**src/logic/adc_rx_pkg.sv**
```systemverilog
package adc_rx_pkg;

   // --------------------
   // widths
   localparam int ADC_W       = 14;   // one ADC sample
   localparam int BUS_AW      = 32;
   localparam int BUS_DW      = 32;
   localparam int BUS_SW      = 4;    // byte selects
   localparam int NUM_REGIONS = 8;
   localparam int REGION_LSB  = 20;   // region select field
   localparam int REGION_MSB  = 22;
   localparam int REG_OFS_W   = 8;    // offset inside a region
   localparam int EXP_W       = 8;
   localparam int LED_W       = 8;

   localparam logic [ADC_W-1:0] ADC_MID    = {1'b1, {(ADC_W-1){1'b0}}};  // offset binary zero
   localparam logic [ADC_W-1:0] ADC_TC_MIN = {1'b1, {(ADC_W-1){1'b0}}};  // most negative
   localparam logic [ADC_W-1:0] ADC_TC_MAX = {1'b0, {(ADC_W-1){1'b1}}};  // most positive

   // --------------------
   // region map
   localparam logic [BUS_DW-1:0]      HK_ID      = 32'h5241_0e14;  // board id word
   localparam int                     RGN_HK     = 0;
   localparam int                     RGN_FE     = 1;
   localparam logic [NUM_REGIONS-1:0] RGN_MAPPED = (1 << RGN_HK) | (1 << RGN_FE);

   // housekeeping offsets
   localparam logic [REG_OFS_W-1:0] HK_ID_OFS   = 8'h00;
   localparam logic [REG_OFS_W-1:0] HK_PDIR_OFS = 8'h10;
   localparam logic [REG_OFS_W-1:0] HK_NDIR_OFS = 8'h14;
   localparam logic [REG_OFS_W-1:0] HK_POUT_OFS = 8'h18;
   localparam logic [REG_OFS_W-1:0] HK_NOUT_OFS = 8'h1C;
   localparam logic [REG_OFS_W-1:0] HK_PIN_OFS  = 8'h20;
   localparam logic [REG_OFS_W-1:0] HK_NIN_OFS  = 8'h24;
   localparam logic [REG_OFS_W-1:0] HK_LED_OFS  = 8'h30;

   // front-end offsets
   localparam logic [REG_OFS_W-1:0] FE_NEG_OFS  = 8'h00;  // [0] ch a, [1] ch b
   localparam logic [REG_OFS_W-1:0] FE_SMPA_OFS = 8'h04;
   localparam logic [REG_OFS_W-1:0] FE_SMPB_OFS = 8'h08;

   // --------------------
   // types
   typedef struct packed {
      logic [BUS_AW-1:0] addr;
      logic [BUS_DW-1:0] wdata;
      logic [BUS_SW-1:0] sel;    // write byte lanes
      logic              wen;    // single cycle strobe
      logic              ren;
   } sys_req_t;

   typedef struct packed {
      logic [BUS_DW-1:0] rdata;
      logic              err;
      logic              ack;    // one cycle after strobe
   } sys_rsp_t;

   typedef struct packed {
      logic signed [ADC_W-1:0] a;
      logic signed [ADC_W-1:0] b;
   } adc_pair_t;

   typedef struct packed {
      logic [EXP_W-1:0] p;
      logic [EXP_W-1:0] n;
   } exp_port_t;

   // replace only the selected byte lanes of a register word
   function automatic logic [BUS_DW-1:0] byte_merge(input logic [BUS_DW-1:0] old_w,
                                                    input logic [BUS_DW-1:0] new_w,
                                                    input logic [BUS_SW-1:0] sel);
      logic [BUS_DW-1:0] res;
      res = old_w;
      for (int i = 0; i < BUS_SW; i++) begin
         if (sel[i]) begin
            res[i*8 +: 8] = new_w[i*8 +: 8];
         end
      end
      return res;
   endfunction

endpackage

```
**src/logic/adc_frontend.sv**
```systemverilog
`timescale 1ns/10ps

module adc_frontend import adc_rx_pkg::*; (
   input  logic             adc_clk,
   input  logic             arst_n_i,
   input  logic [ADC_W-1:0] adc_a_raw_i,    // offset binary
   input  logic [ADC_W-1:0] adc_b_raw_i,
   input  logic [1:0]       neg_i,          // [0] ch a, [1] ch b
   output adc_pair_t        smp_o
);

   logic [ADC_W-1:0] raw_a_q;   // stage 1
   logic [ADC_W-1:0] raw_b_q;
   adc_pair_t        smp_q;     // stage 2

   // offset binary to two's complement, optional negate
   function automatic logic signed [ADC_W-1:0] conv(input logic [ADC_W-1:0] raw,
                                                    input logic             neg);
      logic signed [ADC_W-1:0] tc;
      tc = {~raw[ADC_W-1], raw[ADC_W-2:0]};   // flip sign bit
      if (!neg) begin
         return tc;
      end
      if (tc == ADC_TC_MIN) begin
         return ADC_TC_MAX;   // -min does not fit, clip
      end
      return -tc;
   endfunction

   // --------------------
   // input register, edge 1
   always_ff @(posedge adc_clk or negedge arst_n_i) begin
      if (!arst_n_i) begin
         raw_a_q <= ADC_MID;   // midscale so first sample reads zero
         raw_b_q <= ADC_MID;
      end else begin
         raw_a_q <= adc_a_raw_i;
         raw_b_q <= adc_b_raw_i;
      end
   end

   // conversion register, edge 2
   always_ff @(posedge adc_clk or negedge arst_n_i) begin
      if (!arst_n_i) begin
         smp_q <= '0;
      end else begin
         smp_q.a <= conv(raw_a_q, neg_i[0]);
         smp_q.b <= conv(raw_b_q, neg_i[1]);
      end
   end

   assign smp_o = smp_q;

   // both pipeline stages come out of reset holding zero
   a_zero_after_rst: assert property (@(posedge adc_clk)
      $rose(arst_n_i) |=> smp_o == '0);

endmodule

```
**src/logic/sys_bus_decoder.sv**
```systemverilog
`timescale 1ns/10ps

module sys_bus_decoder import adc_rx_pkg::*; (
   input  logic     adc_clk,
   input  logic     arst_n_i,
   input  sys_req_t req_i,
   output sys_req_t rgn_req_o [NUM_REGIONS],   // strobes gated per region
   input  sys_rsp_t rgn_rsp_i [NUM_REGIONS],
   output sys_rsp_t rsp_o
);

   logic [REGION_MSB-REGION_LSB:0] rgn_idx;
   logic [NUM_REGIONS-1:0]         rgn_cs;      // one-hot select
   logic                           unm_ack_q;   // answer for empty regions
   sys_rsp_t                       sel_rsp;
   sys_rsp_t                       unm_rsp;

   assign rgn_idx = req_i.addr[REGION_MSB:REGION_LSB];

   always_comb begin
      rgn_cs          = '0;
      rgn_cs[rgn_idx] = 1'b1;
   end

   // --------------------
   // request fan-out
   always_comb begin
      for (int i = 0; i < NUM_REGIONS; i++) begin
         rgn_req_o[i]     = req_i;
         rgn_req_o[i].wen = req_i.wen & rgn_cs[i];
         rgn_req_o[i].ren = req_i.ren & rgn_cs[i];
      end
   end

   // unmapped region answers ack + err itself
   always_ff @(posedge adc_clk or negedge arst_n_i) begin
      if (!arst_n_i) begin
         unm_ack_q <= 1'b0;
      end else begin
         unm_ack_q <= (req_i.wen | req_i.ren) & ~|(rgn_cs & RGN_MAPPED);
      end
   end

   assign unm_rsp = '{rdata: '0, err: unm_ack_q, ack: unm_ack_q};

   // --------------------
   // response and-or mux, addr still stable at ack
   always_comb begin
      sel_rsp = '0;
      for (int i = 0; i < NUM_REGIONS; i++) begin
         if (rgn_cs[i] && RGN_MAPPED[i]) begin
            sel_rsp = sel_rsp | rgn_rsp_i[i];
         end
      end
   end

   assign rsp_o = sel_rsp | unm_rsp;

   a_no_wen_ren: assert property (@(posedge adc_clk) disable iff (!arst_n_i)
      !(req_i.wen && req_i.ren));

   // every strobe is answered in the next cycle, by region or decoder
   a_ack_follows: assert property (@(posedge adc_clk) disable iff (!arst_n_i)
      (req_i.wen || req_i.ren) |=> rsp_o.ack);

   a_ack_has_strobe: assert property (@(posedge adc_clk) disable iff (!arst_n_i)
      rsp_o.ack |-> $past(req_i.wen || req_i.ren));

endmodule

```
**src/logic/housekeeping_regs.sv**
```systemverilog
`timescale 1ns/10ps

module housekeeping_regs import adc_rx_pkg::*; (
   input  logic             adc_clk,
   input  logic             arst_n_i,
   input  sys_req_t         req_i,
   output sys_rsp_t         rsp_o,
   output logic [LED_W-1:0] led_o,
   output exp_port_t        exp_dir_o,   // 1 = drive pin
   output exp_port_t        exp_out_o,
   input  exp_port_t        exp_in_i     // async pins
);

   logic [REG_OFS_W-1:0] ofs;
   logic [LED_W-1:0]     led_q;
   exp_port_t            dir_q;
   exp_port_t            out_q;
   exp_port_t            in_meta;       // sync stage 1
   exp_port_t            in_sync;       // sync stage 2
   logic [BUS_DW-1:0]    rd_mux;
   logic [BUS_DW-1:0]    rdata_q;
   logic                 ack_q;

   assign ofs = req_i.addr[REG_OFS_W-1:0];

   // --------------------
   // writable registers
   always_ff @(posedge adc_clk or negedge arst_n_i) begin
      if (!arst_n_i) begin
         led_q <= '0;
         dir_q <= '0;
         out_q <= '0;
      end else if (req_i.wen) begin
         case (ofs)
            HK_PDIR_OFS: dir_q.p <= EXP_W'(byte_merge(BUS_DW'(dir_q.p), req_i.wdata, req_i.sel));
            HK_NDIR_OFS: dir_q.n <= EXP_W'(byte_merge(BUS_DW'(dir_q.n), req_i.wdata, req_i.sel));
            HK_POUT_OFS: out_q.p <= EXP_W'(byte_merge(BUS_DW'(out_q.p), req_i.wdata, req_i.sel));
            HK_NOUT_OFS: out_q.n <= EXP_W'(byte_merge(BUS_DW'(out_q.n), req_i.wdata, req_i.sel));
            HK_LED_OFS:  led_q   <= LED_W'(byte_merge(BUS_DW'(led_q), req_i.wdata, req_i.sel));
            default: ;   // unknown offset ignored
         endcase
      end
   end

   // 2-flop input synchronizer
   always_ff @(posedge adc_clk) begin
      in_meta <= exp_in_i;
      in_sync <= in_meta;
   end

   // --------------------
   // read path
   always_comb begin
      case (ofs)
         HK_ID_OFS:   rd_mux = HK_ID;
         HK_PDIR_OFS: rd_mux = BUS_DW'(dir_q.p);
         HK_NDIR_OFS: rd_mux = BUS_DW'(dir_q.n);
         HK_POUT_OFS: rd_mux = BUS_DW'(out_q.p);
         HK_NOUT_OFS: rd_mux = BUS_DW'(out_q.n);
         HK_PIN_OFS:  rd_mux = BUS_DW'(in_sync.p);
         HK_NIN_OFS:  rd_mux = BUS_DW'(in_sync.n);
         HK_LED_OFS:  rd_mux = BUS_DW'(led_q);
         default:     rd_mux = '0;
      endcase
   end

   always_ff @(posedge adc_clk) begin
      rdata_q <= req_i.ren ? rd_mux : '0;
   end

   always_ff @(posedge adc_clk or negedge arst_n_i) begin
      if (!arst_n_i) begin
         ack_q <= 1'b0;
      end else begin
         ack_q <= req_i.wen | req_i.ren;   // one cycle late
      end
   end

   assign rsp_o     = '{rdata: rdata_q, err: 1'b0, ack: ack_q};
   assign led_o     = led_q;
   assign exp_dir_o = dir_q;
   assign exp_out_o = out_q;

   // master waits for ack before the next strobe
   a_ack_single: assert property (@(posedge adc_clk) disable iff (!arst_n_i)
      rsp_o.ack |=> !rsp_o.ack);

endmodule

```
**src/logic/frontend_regs.sv**
```systemverilog
`timescale 1ns/10ps

module frontend_regs import adc_rx_pkg::*; (
   input  logic       adc_clk,
   input  logic       arst_n_i,
   input  sys_req_t   req_i,
   output sys_rsp_t   rsp_o,
   input  adc_pair_t  smp_i,     // latest converted pair
   output logic [1:0] neg_o      // [0] ch a, [1] ch b
);

   logic [REG_OFS_W-1:0] ofs;
   logic [1:0]           neg_q;
   logic [BUS_DW-1:0]    rd_mux;
   logic [BUS_DW-1:0]    rdata_q;
   logic                 ack_q;

   assign ofs = req_i.addr[REG_OFS_W-1:0];

   // --------------------
   // negate control
   always_ff @(posedge adc_clk or negedge arst_n_i) begin
      if (!arst_n_i) begin
         neg_q <= '0;
      end else if (req_i.wen && ofs == FE_NEG_OFS) begin
         neg_q <= 2'(byte_merge(BUS_DW'(neg_q), req_i.wdata, req_i.sel));
      end
   end

   // --------------------
   // readback, samples sign extended
   always_comb begin
      case (ofs)
         FE_NEG_OFS:  rd_mux = BUS_DW'(neg_q);
         FE_SMPA_OFS: rd_mux = {{(BUS_DW-ADC_W){smp_i.a[ADC_W-1]}}, smp_i.a};
         FE_SMPB_OFS: rd_mux = {{(BUS_DW-ADC_W){smp_i.b[ADC_W-1]}}, smp_i.b};
         default:     rd_mux = '0;
      endcase
   end

   always_ff @(posedge adc_clk) begin
      rdata_q <= req_i.ren ? rd_mux : '0;   // pair taken at the read strobe
   end

   always_ff @(posedge adc_clk or negedge arst_n_i) begin
      if (!arst_n_i) begin
         ack_q <= 1'b0;
      end else begin
         ack_q <= req_i.wen | req_i.ren;
      end
   end

   assign rsp_o = '{rdata: rdata_q, err: 1'b0, ack: ack_q};
   assign neg_o = neg_q;

endmodule

```
**src/logic/radar_adc_top.sv**
```systemverilog
`timescale 1ns/10ps

module radar_adc_top import adc_rx_pkg::*; (
   input  logic             adc_clk,
   input  logic             arst_n_i,
   input  logic [ADC_W-1:0] adc_dat_a_i,   // ch a, offset binary
   input  logic [ADC_W-1:0] adc_dat_b_i,   // ch b
   input  sys_req_t         sys_req_i,
   output sys_rsp_t         sys_rsp_o,
   output logic [LED_W-1:0] led_o,
   output exp_port_t        exp_dir_o,
   output exp_port_t        exp_out_o,
   input  exp_port_t        exp_in_i
);

   logic [1:0] rst_sync;             // async assert, 2-flop release
   logic       rst_n;
   adc_pair_t  smp;
   logic [1:0] adc_neg;
   sys_req_t   rgn_req [NUM_REGIONS];
   wire sys_rsp_t rgn_rsp [NUM_REGIONS];

   // --------------------
   // reset synchronizer
   always_ff @(posedge adc_clk or negedge arst_n_i) begin
      if (!arst_n_i) begin
         rst_sync <= '0;
      end else begin
         rst_sync <= {rst_sync[0], 1'b1};
      end
   end

   assign rst_n = rst_sync[1];

   // --------------------
   // analog front end
   adc_frontend u_adc_frontend (
      .adc_clk     (adc_clk),
      .arst_n_i    (rst_n),
      .adc_a_raw_i (adc_dat_a_i),
      .adc_b_raw_i (adc_dat_b_i),
      .neg_i       (adc_neg),
      .smp_o       (smp)
   );

   // --------------------
   // bus decoder, 8 regions on addr[22:20]
   sys_bus_decoder u_sys_bus_decoder (
      .adc_clk   (adc_clk),
      .arst_n_i  (rst_n),
      .req_i     (sys_req_i),
      .rgn_req_o (rgn_req),
      .rgn_rsp_i (rgn_rsp),
      .rsp_o     (sys_rsp_o)
   );

   for (genvar g = 0; g < NUM_REGIONS; g++) begin : g_rgn_tie
      if (!RGN_MAPPED[g]) begin : g_unmapped
         assign rgn_rsp[g] = '0;   // decoder answers these
      end
   end

   housekeeping_regs u_housekeeping_regs (
      .adc_clk   (adc_clk),
      .arst_n_i  (rst_n),
      .req_i     (rgn_req[RGN_HK]),
      .rsp_o     (rgn_rsp[RGN_HK]),
      .led_o     (led_o),
      .exp_dir_o (exp_dir_o),
      .exp_out_o (exp_out_o),
      .exp_in_i  (exp_in_i)
   );

   frontend_regs u_frontend_regs (
      .adc_clk  (adc_clk),
      .arst_n_i (rst_n),
      .req_i    (rgn_req[RGN_FE]),
      .rsp_o    (rgn_rsp[RGN_FE]),
      .smp_i    (smp),
      .neg_o    (adc_neg)
   );

endmodule

```
**config.mk**
```make
export PLATFORM = sky130hd
export DESIGN_NAME = radar_adc_top
export DESIGN_NICKNAME = d
export VERILOG_FILES = /design/src/logic/adc_rx_pkg.sv /design/src/logic/adc_frontend.sv /design/src/logic/sys_bus_decoder.sv /design/src/logic/housekeeping_regs.sv /design/src/logic/frontend_regs.sv /design/src/logic/radar_adc_top.sv
export SDC_FILE = /design/constraint.sdc
export NUM_CORES = 1
export LEC_CHECK = 0
export BUFFER_PORTS_ARGS = -buffer_cell sky130_fd_sc_hd__buf_2
export CAP_MARGIN = 20
export CORE_MARGIN = 3
export CORE_UTILIZATION = 40
export CTS_CLUSTER_DIAMETER = 50
export CTS_CLUSTER_SIZE = 12
export DETAILED_ROUTE_END_ITERATION = 8
export GPL_ROUTABILITY_DRIVEN = 0
export MAX_ROUTING_LAYER = met4
export SLEW_MARGIN = 20
export SYNTH_ARGS = -nofsm -noshare
export SYNTH_HDL_FRONTEND = slang
export SYNTH_HIERARCHICAL = 1
export SYNTH_SLANG_ARGS = --single-unit
```
**constraint.sdc**
```tcl
create_clock -name adc_clk -period 3.5 [get_ports adc_clk]
set_clock_uncertainty 0.1 [all_clocks]
set_input_delay 0.35 -clock adc_clk [delete_from_list [all_inputs] [get_ports adc_clk]]
set_output_delay 0.35 -clock adc_clk [all_outputs]
set_load 0.02 [all_outputs]
```
* Yosys cells after proc, flatten, opt, wreduce, memory -nomap -nowiden
Cells that the tools add are included.
Cells by class: mux-type cells 18, eq/ne operators 11, add/sub/neg operators 2, $lt $le $gt $ge 2, bitwise logic cells 12, reduce and logical (&&, ||, !) cells 11
Operator list (count):
- $pmux W31 S8 | 1
- $mux W14 | 8
- $pmux W32 S3 | 1
- $mux W34 | 2
- $or A34 B2 Y34 | 1
- $or A34 B34 Y34 | 1
- $eq A8 B5 Y1 const B | 4
- $eq A14 B14 Y1 const B | 2
- $neg A14 Y14 | 2
- $eq A8 B6 Y1 const B | 3
- $reduce_and A3 Y1 | 5
- $eq A8 B3 Y1 const B | 1
- $eq A8 B4 Y1 const B | 1
- $logic_not A8 Y1 | 1
- $and A1 B1 Y1 | 5
- $mux W1 | 5
- $lt A3 B4 Y1 const B | 1
- $demux W1 S3 | 1
- $ge A3 B1 Y1 const B | 1
- $or A1 B1 Y1 | 3
- $logic_and A1 B1 Y1 | 2
- $not A1 Y1 | 2
- $reduce_and A2 Y1 | 1
- $reduce_or A2 Y1 | 1
- $logic_not A1 Y1 | 1
Word-level totals: register bits after elaboration 199, output and inout bits 74, logic and storage cells 76, bits of input ports 116

* Logic depth before layout (Yosys ltp)
word-level depth 8, gate-level depth with buffers 7, gate-level depth less buffers 6

* By module
The synthesis kept the hierarchy.
By module, submodules not included:
- sys_bus_decoder | instances 1, area an instance 4764.6 um2, cells an instance 646
- housekeeping_regs | instances 1, area an instance 3190.6 um2, cells an instance 239
- adc_frontend | instances 1, area an instance 2190.9 um2, cells an instance 181
- frontend_regs | instances 1, area an instance 814.5 um2, cells an instance 83
- radar_adc_top | instances 1, area an instance 57.6 um2, cells an instance 4

* Least setup slack after synthesis
No wires, ideal clock.
path kind reg2reg, from register u_adc_frontend.raw_b_q[0], to register u_adc_frontend.smp_q (netlist bit u_adc_frontend/smp_o[13]), cell stages (with the launch flop) 8, path slack 1.334 ns, path buffers 1, data arrival time 1.941 ns, period minus slack after synthesis 2.166 ns, path through dfrtp_1 inv_1 ha_1 or4b_2 clkbuf_1 nor4_4 nor2_1 mux2_2
On the way: word-level cells in the longest chain between the ends 5
RTL lines:
- start, declared | RTL line adc_frontend.sv:13 | logic [ADC_W-1:0] raw_b_q;
- start signal, assigned | RTL line adc_frontend.sv:38 | raw_b_q <= adc_b_raw_i;
- branches (longest 3 deep; another with $neg A14 Y14)
- $mux W14 (*) | RTL line adc_frontend.sv:27 | return -tc;
- $mux W14 (*) | RTL line adc_frontend.sv:24 | if (tc == ADC_TC_MIN) begin
- end, declared | RTL line adc_frontend.sv:14 | adc_pair_t smp_q;
Every way passes the cells marked *. The select of a mux whose other input is x is not followed. A chain may end at the register's enable or synchronous reset.

* Worst setup path in the final report
from register u_adc_frontend.raw_a_q[0], to register u_adc_frontend.smp_q (netlist bit u_adc_frontend/smp_o[23])
On the way: word-level cells in the longest chain between the ends 5
RTL lines:
- start, declared | RTL line adc_frontend.sv:12 | logic [ADC_W-1:0] raw_a_q;
- start signal, assigned | RTL line adc_frontend.sv:37 | raw_a_q <= adc_a_raw_i;
- branches (longest 3 deep; another with $neg A14 Y14)
- $mux W14 (*) | RTL line adc_frontend.sv:27
- $mux W14 (*) | RTL line adc_frontend.sv:24
Marked as above.

==> run_results.csv <==
group,metric,value,unit
run_status,outcome,"completed",
die,die_x,139.0,µm
critical_path,reg2reg_depth,6,
clock_network,postCtsSetupRepairBufs,0,
die,die_h,139.0,µm
timing,rsz0062_at_grt,"false",
finish,post-route-util,49.10,%
timing,period_needed,2.452,ns
routing,antenna_left,0,
global_routing,grt_max_degree,44,
clock_network,clkSinkCount,158,
timing,fin_ws,1.048,ns
routing,avgViaCountPerCell,4.906,
placed_design,place_ws,0.9464,ns
finish,insertedDiodeCount,0,
clock_network,cts_tree,"done",
critical_path,critPathTopFamily,"simple AND/OR/NAND/NOR gates",
job,maxCapViolations,0,
clock_network,cts_buffers,17,
critical_path,crit_slowest_cell,"or4b_2",
finish,final_common_cell,"buf_2",
critical_path,start_kind,"flip-flop",
routing,dr.pass1.iters,5,
clock_network,ctsResizeCount,0,
routing,drc,0,
clock_network,cts_max_level,4,
placed_design,place_inst,908,
global_routing,grt_pass1_vias,4956,
clock_network,clock_path_buffers,2,
critical_path,r2r_slack,1.05,ns
critical_path,reg2reg_to,"u_adc_frontend/smp_o[23]",
routing,wl_per_cell,16.16,µm
timing,max_freq,407.8,MHz
pwr,ir_drop,0.3324,mV
critical_path,required,3.73,ns
die,floorplan.die_area,19330,µm²
min_path,min_from,"sys_req_i[1]",
critical_path,max_stage_delay,0.70,ns
finish,area_delta_synth_final,19.95,%
finish,fin_nets,865,
die,io_pins,190,
timing,slew_violations,0,
logic_synthesis,syn-mean-instance-area,11.40,µm²
critical_path,cp_cell_sequence,"inv_1, ha_1, or4b_2, nor4_1, nor2_1, mux2i_1",
critical_path,r2r_start,"u_adc_frontend/raw_a_q[0]",
routing,dr.first_iter.drc_count,245,
global_routing,antenna_found_initial,0,
routing,route.vias.total,4832,
min_path,hold_path_end,"u_sys_bus_decoder/unm_ack_q",
critical_path,path_buf_inv,1,
critical_path,critical_path_class,"flip-flop to flip-flop",
die,core_area,17300,µm²
logic_synthesis,synth_warnings,6,
clock_network,path_clk_slew,0.06,ns
finish,stdcell_area,8492,µm²
die,num_rows,48,
timing,tightest_slew,0.9244,ns
min_path,whs_path_depth,2,
critical_path,worst_setup_path_end_kind,"flip-flop",
routing,routed_wl,15.92,mm
placed_design,io_buffers,141,
finish,final_cell_mix,"buf_2 (141), dfrtp_1 (100), nor2_1 (64), dfxtp_1 (55), mux2_2 (50)",
clock_network,clk_latency,0.42,ns
timing,relSlewSlack,38.25,%
timing,hold_ws,0.08271,ns
critical_path,cp_max_fo,7,
placed_design,dp_hpwl,11.43,mm
clock_network,cts_root_buf,"clkbuf_16",
pwr,total_power,3.957,mW
timing,fin_crit_sh,70.06,%
die,start_util,40.93,%
finish,instances_no_fill,985,
critical_path,arrival,2.68,ns
logic_synthesis,netlist_instances,621,
finish,drive_gt1_share,33.95,%
logic_synthesis,syn_area,7079,µm²
timing,finalSetupViolCount,0,
pwr,power.leakage,3.994,nW
global_routing,overflow,0,
timing,hold_violations,0,
global_routing,grt_first_pass_wirelength,25.85,mm
min_path,hold_class,"input pin to flip-flop",
critical_path,crit_start,"u_adc_frontend/raw_a_q[0]",
placed_design,placedInstanceArea,7465,µm²
timing,tns,0,ns
global_routing,grt_usage,17.16,%
pwr,power_density,465.9,nW/µm²
[power breakdown]
part	switching, mW	internal (mW)
clock	0.694	1.08
combinational	0.140	0.124
sequential	0.0407	1.88
[state kept, by name (all words and copies together) (netlist names), 2 cells and up]
| name | count |
|---|---|
| rst_sync | 2 |
| u_adc_frontend/raw_a_q | 14 |
| u_adc_frontend/raw_b_q | 14 |
| u_adc_frontend/smp_o | 28 |
| u_frontend_regs/neg_o | 2 |
| u_frontend_regs/rdata_q | 14 |
| u_housekeeping_regs/exp_dir_o | 16 |
| u_housekeeping_regs/exp_out_o | 16 |
| u_housekeeping_regs/in_meta | 16 |
| u_housekeeping_regs/in_sync | 16 |
| u_housekeeping_regs/led_o | 8 |
| u_housekeeping_regs/rdata_q | 9 |
[worst max-delay path by stage]
stage | endpoint | slack [ns] | depth (start not counted)
floorplan | u_adc_frontend/raw_a_q[0] | 0.32 | 0
global placement | u_housekeeping_regs/exp_out_o[15] | 1.01 | 5
detailed placement | u_housekeeping_regs/exp_dir_o[3] | 0.95 | 7
CTS | u_adc_frontend/smp_o[23] | 1.13 | 6
global route | u_adc_frontend/smp_o[25] | 0.94 | 6
finish | u_adc_frontend/smp_o[23] | 1.05 | 6
[layout make-up]
cell class                 instances  area [µm²]
clock inverter                    11       116.4
multi-input combinational        374        2736
clock buffer                      21       460.4
tap                              225       281.5
fill                            1595        8805
inverter                           5       18.77
sequential                       158        3685
timing repair buffer             191        1194
[timing repair]
item / 4_1_cts / 5_1_grt
setup endpoints to repair: 0 / 0
endpoints found under the hold margin: 46 / 0
hold buffers: 45 / 0
[metal layers]
layer  up-vias  track usage [%]  share of wire (%)
li1       2318                -                  -
met1      2340            22.02                 45
met2       156            27.10                 48
met3        18            4.103                5.3
met4         0            5.304                1.3
met5         -                -                  0
No activity file was read; power rests on OpenSTA's default activity.
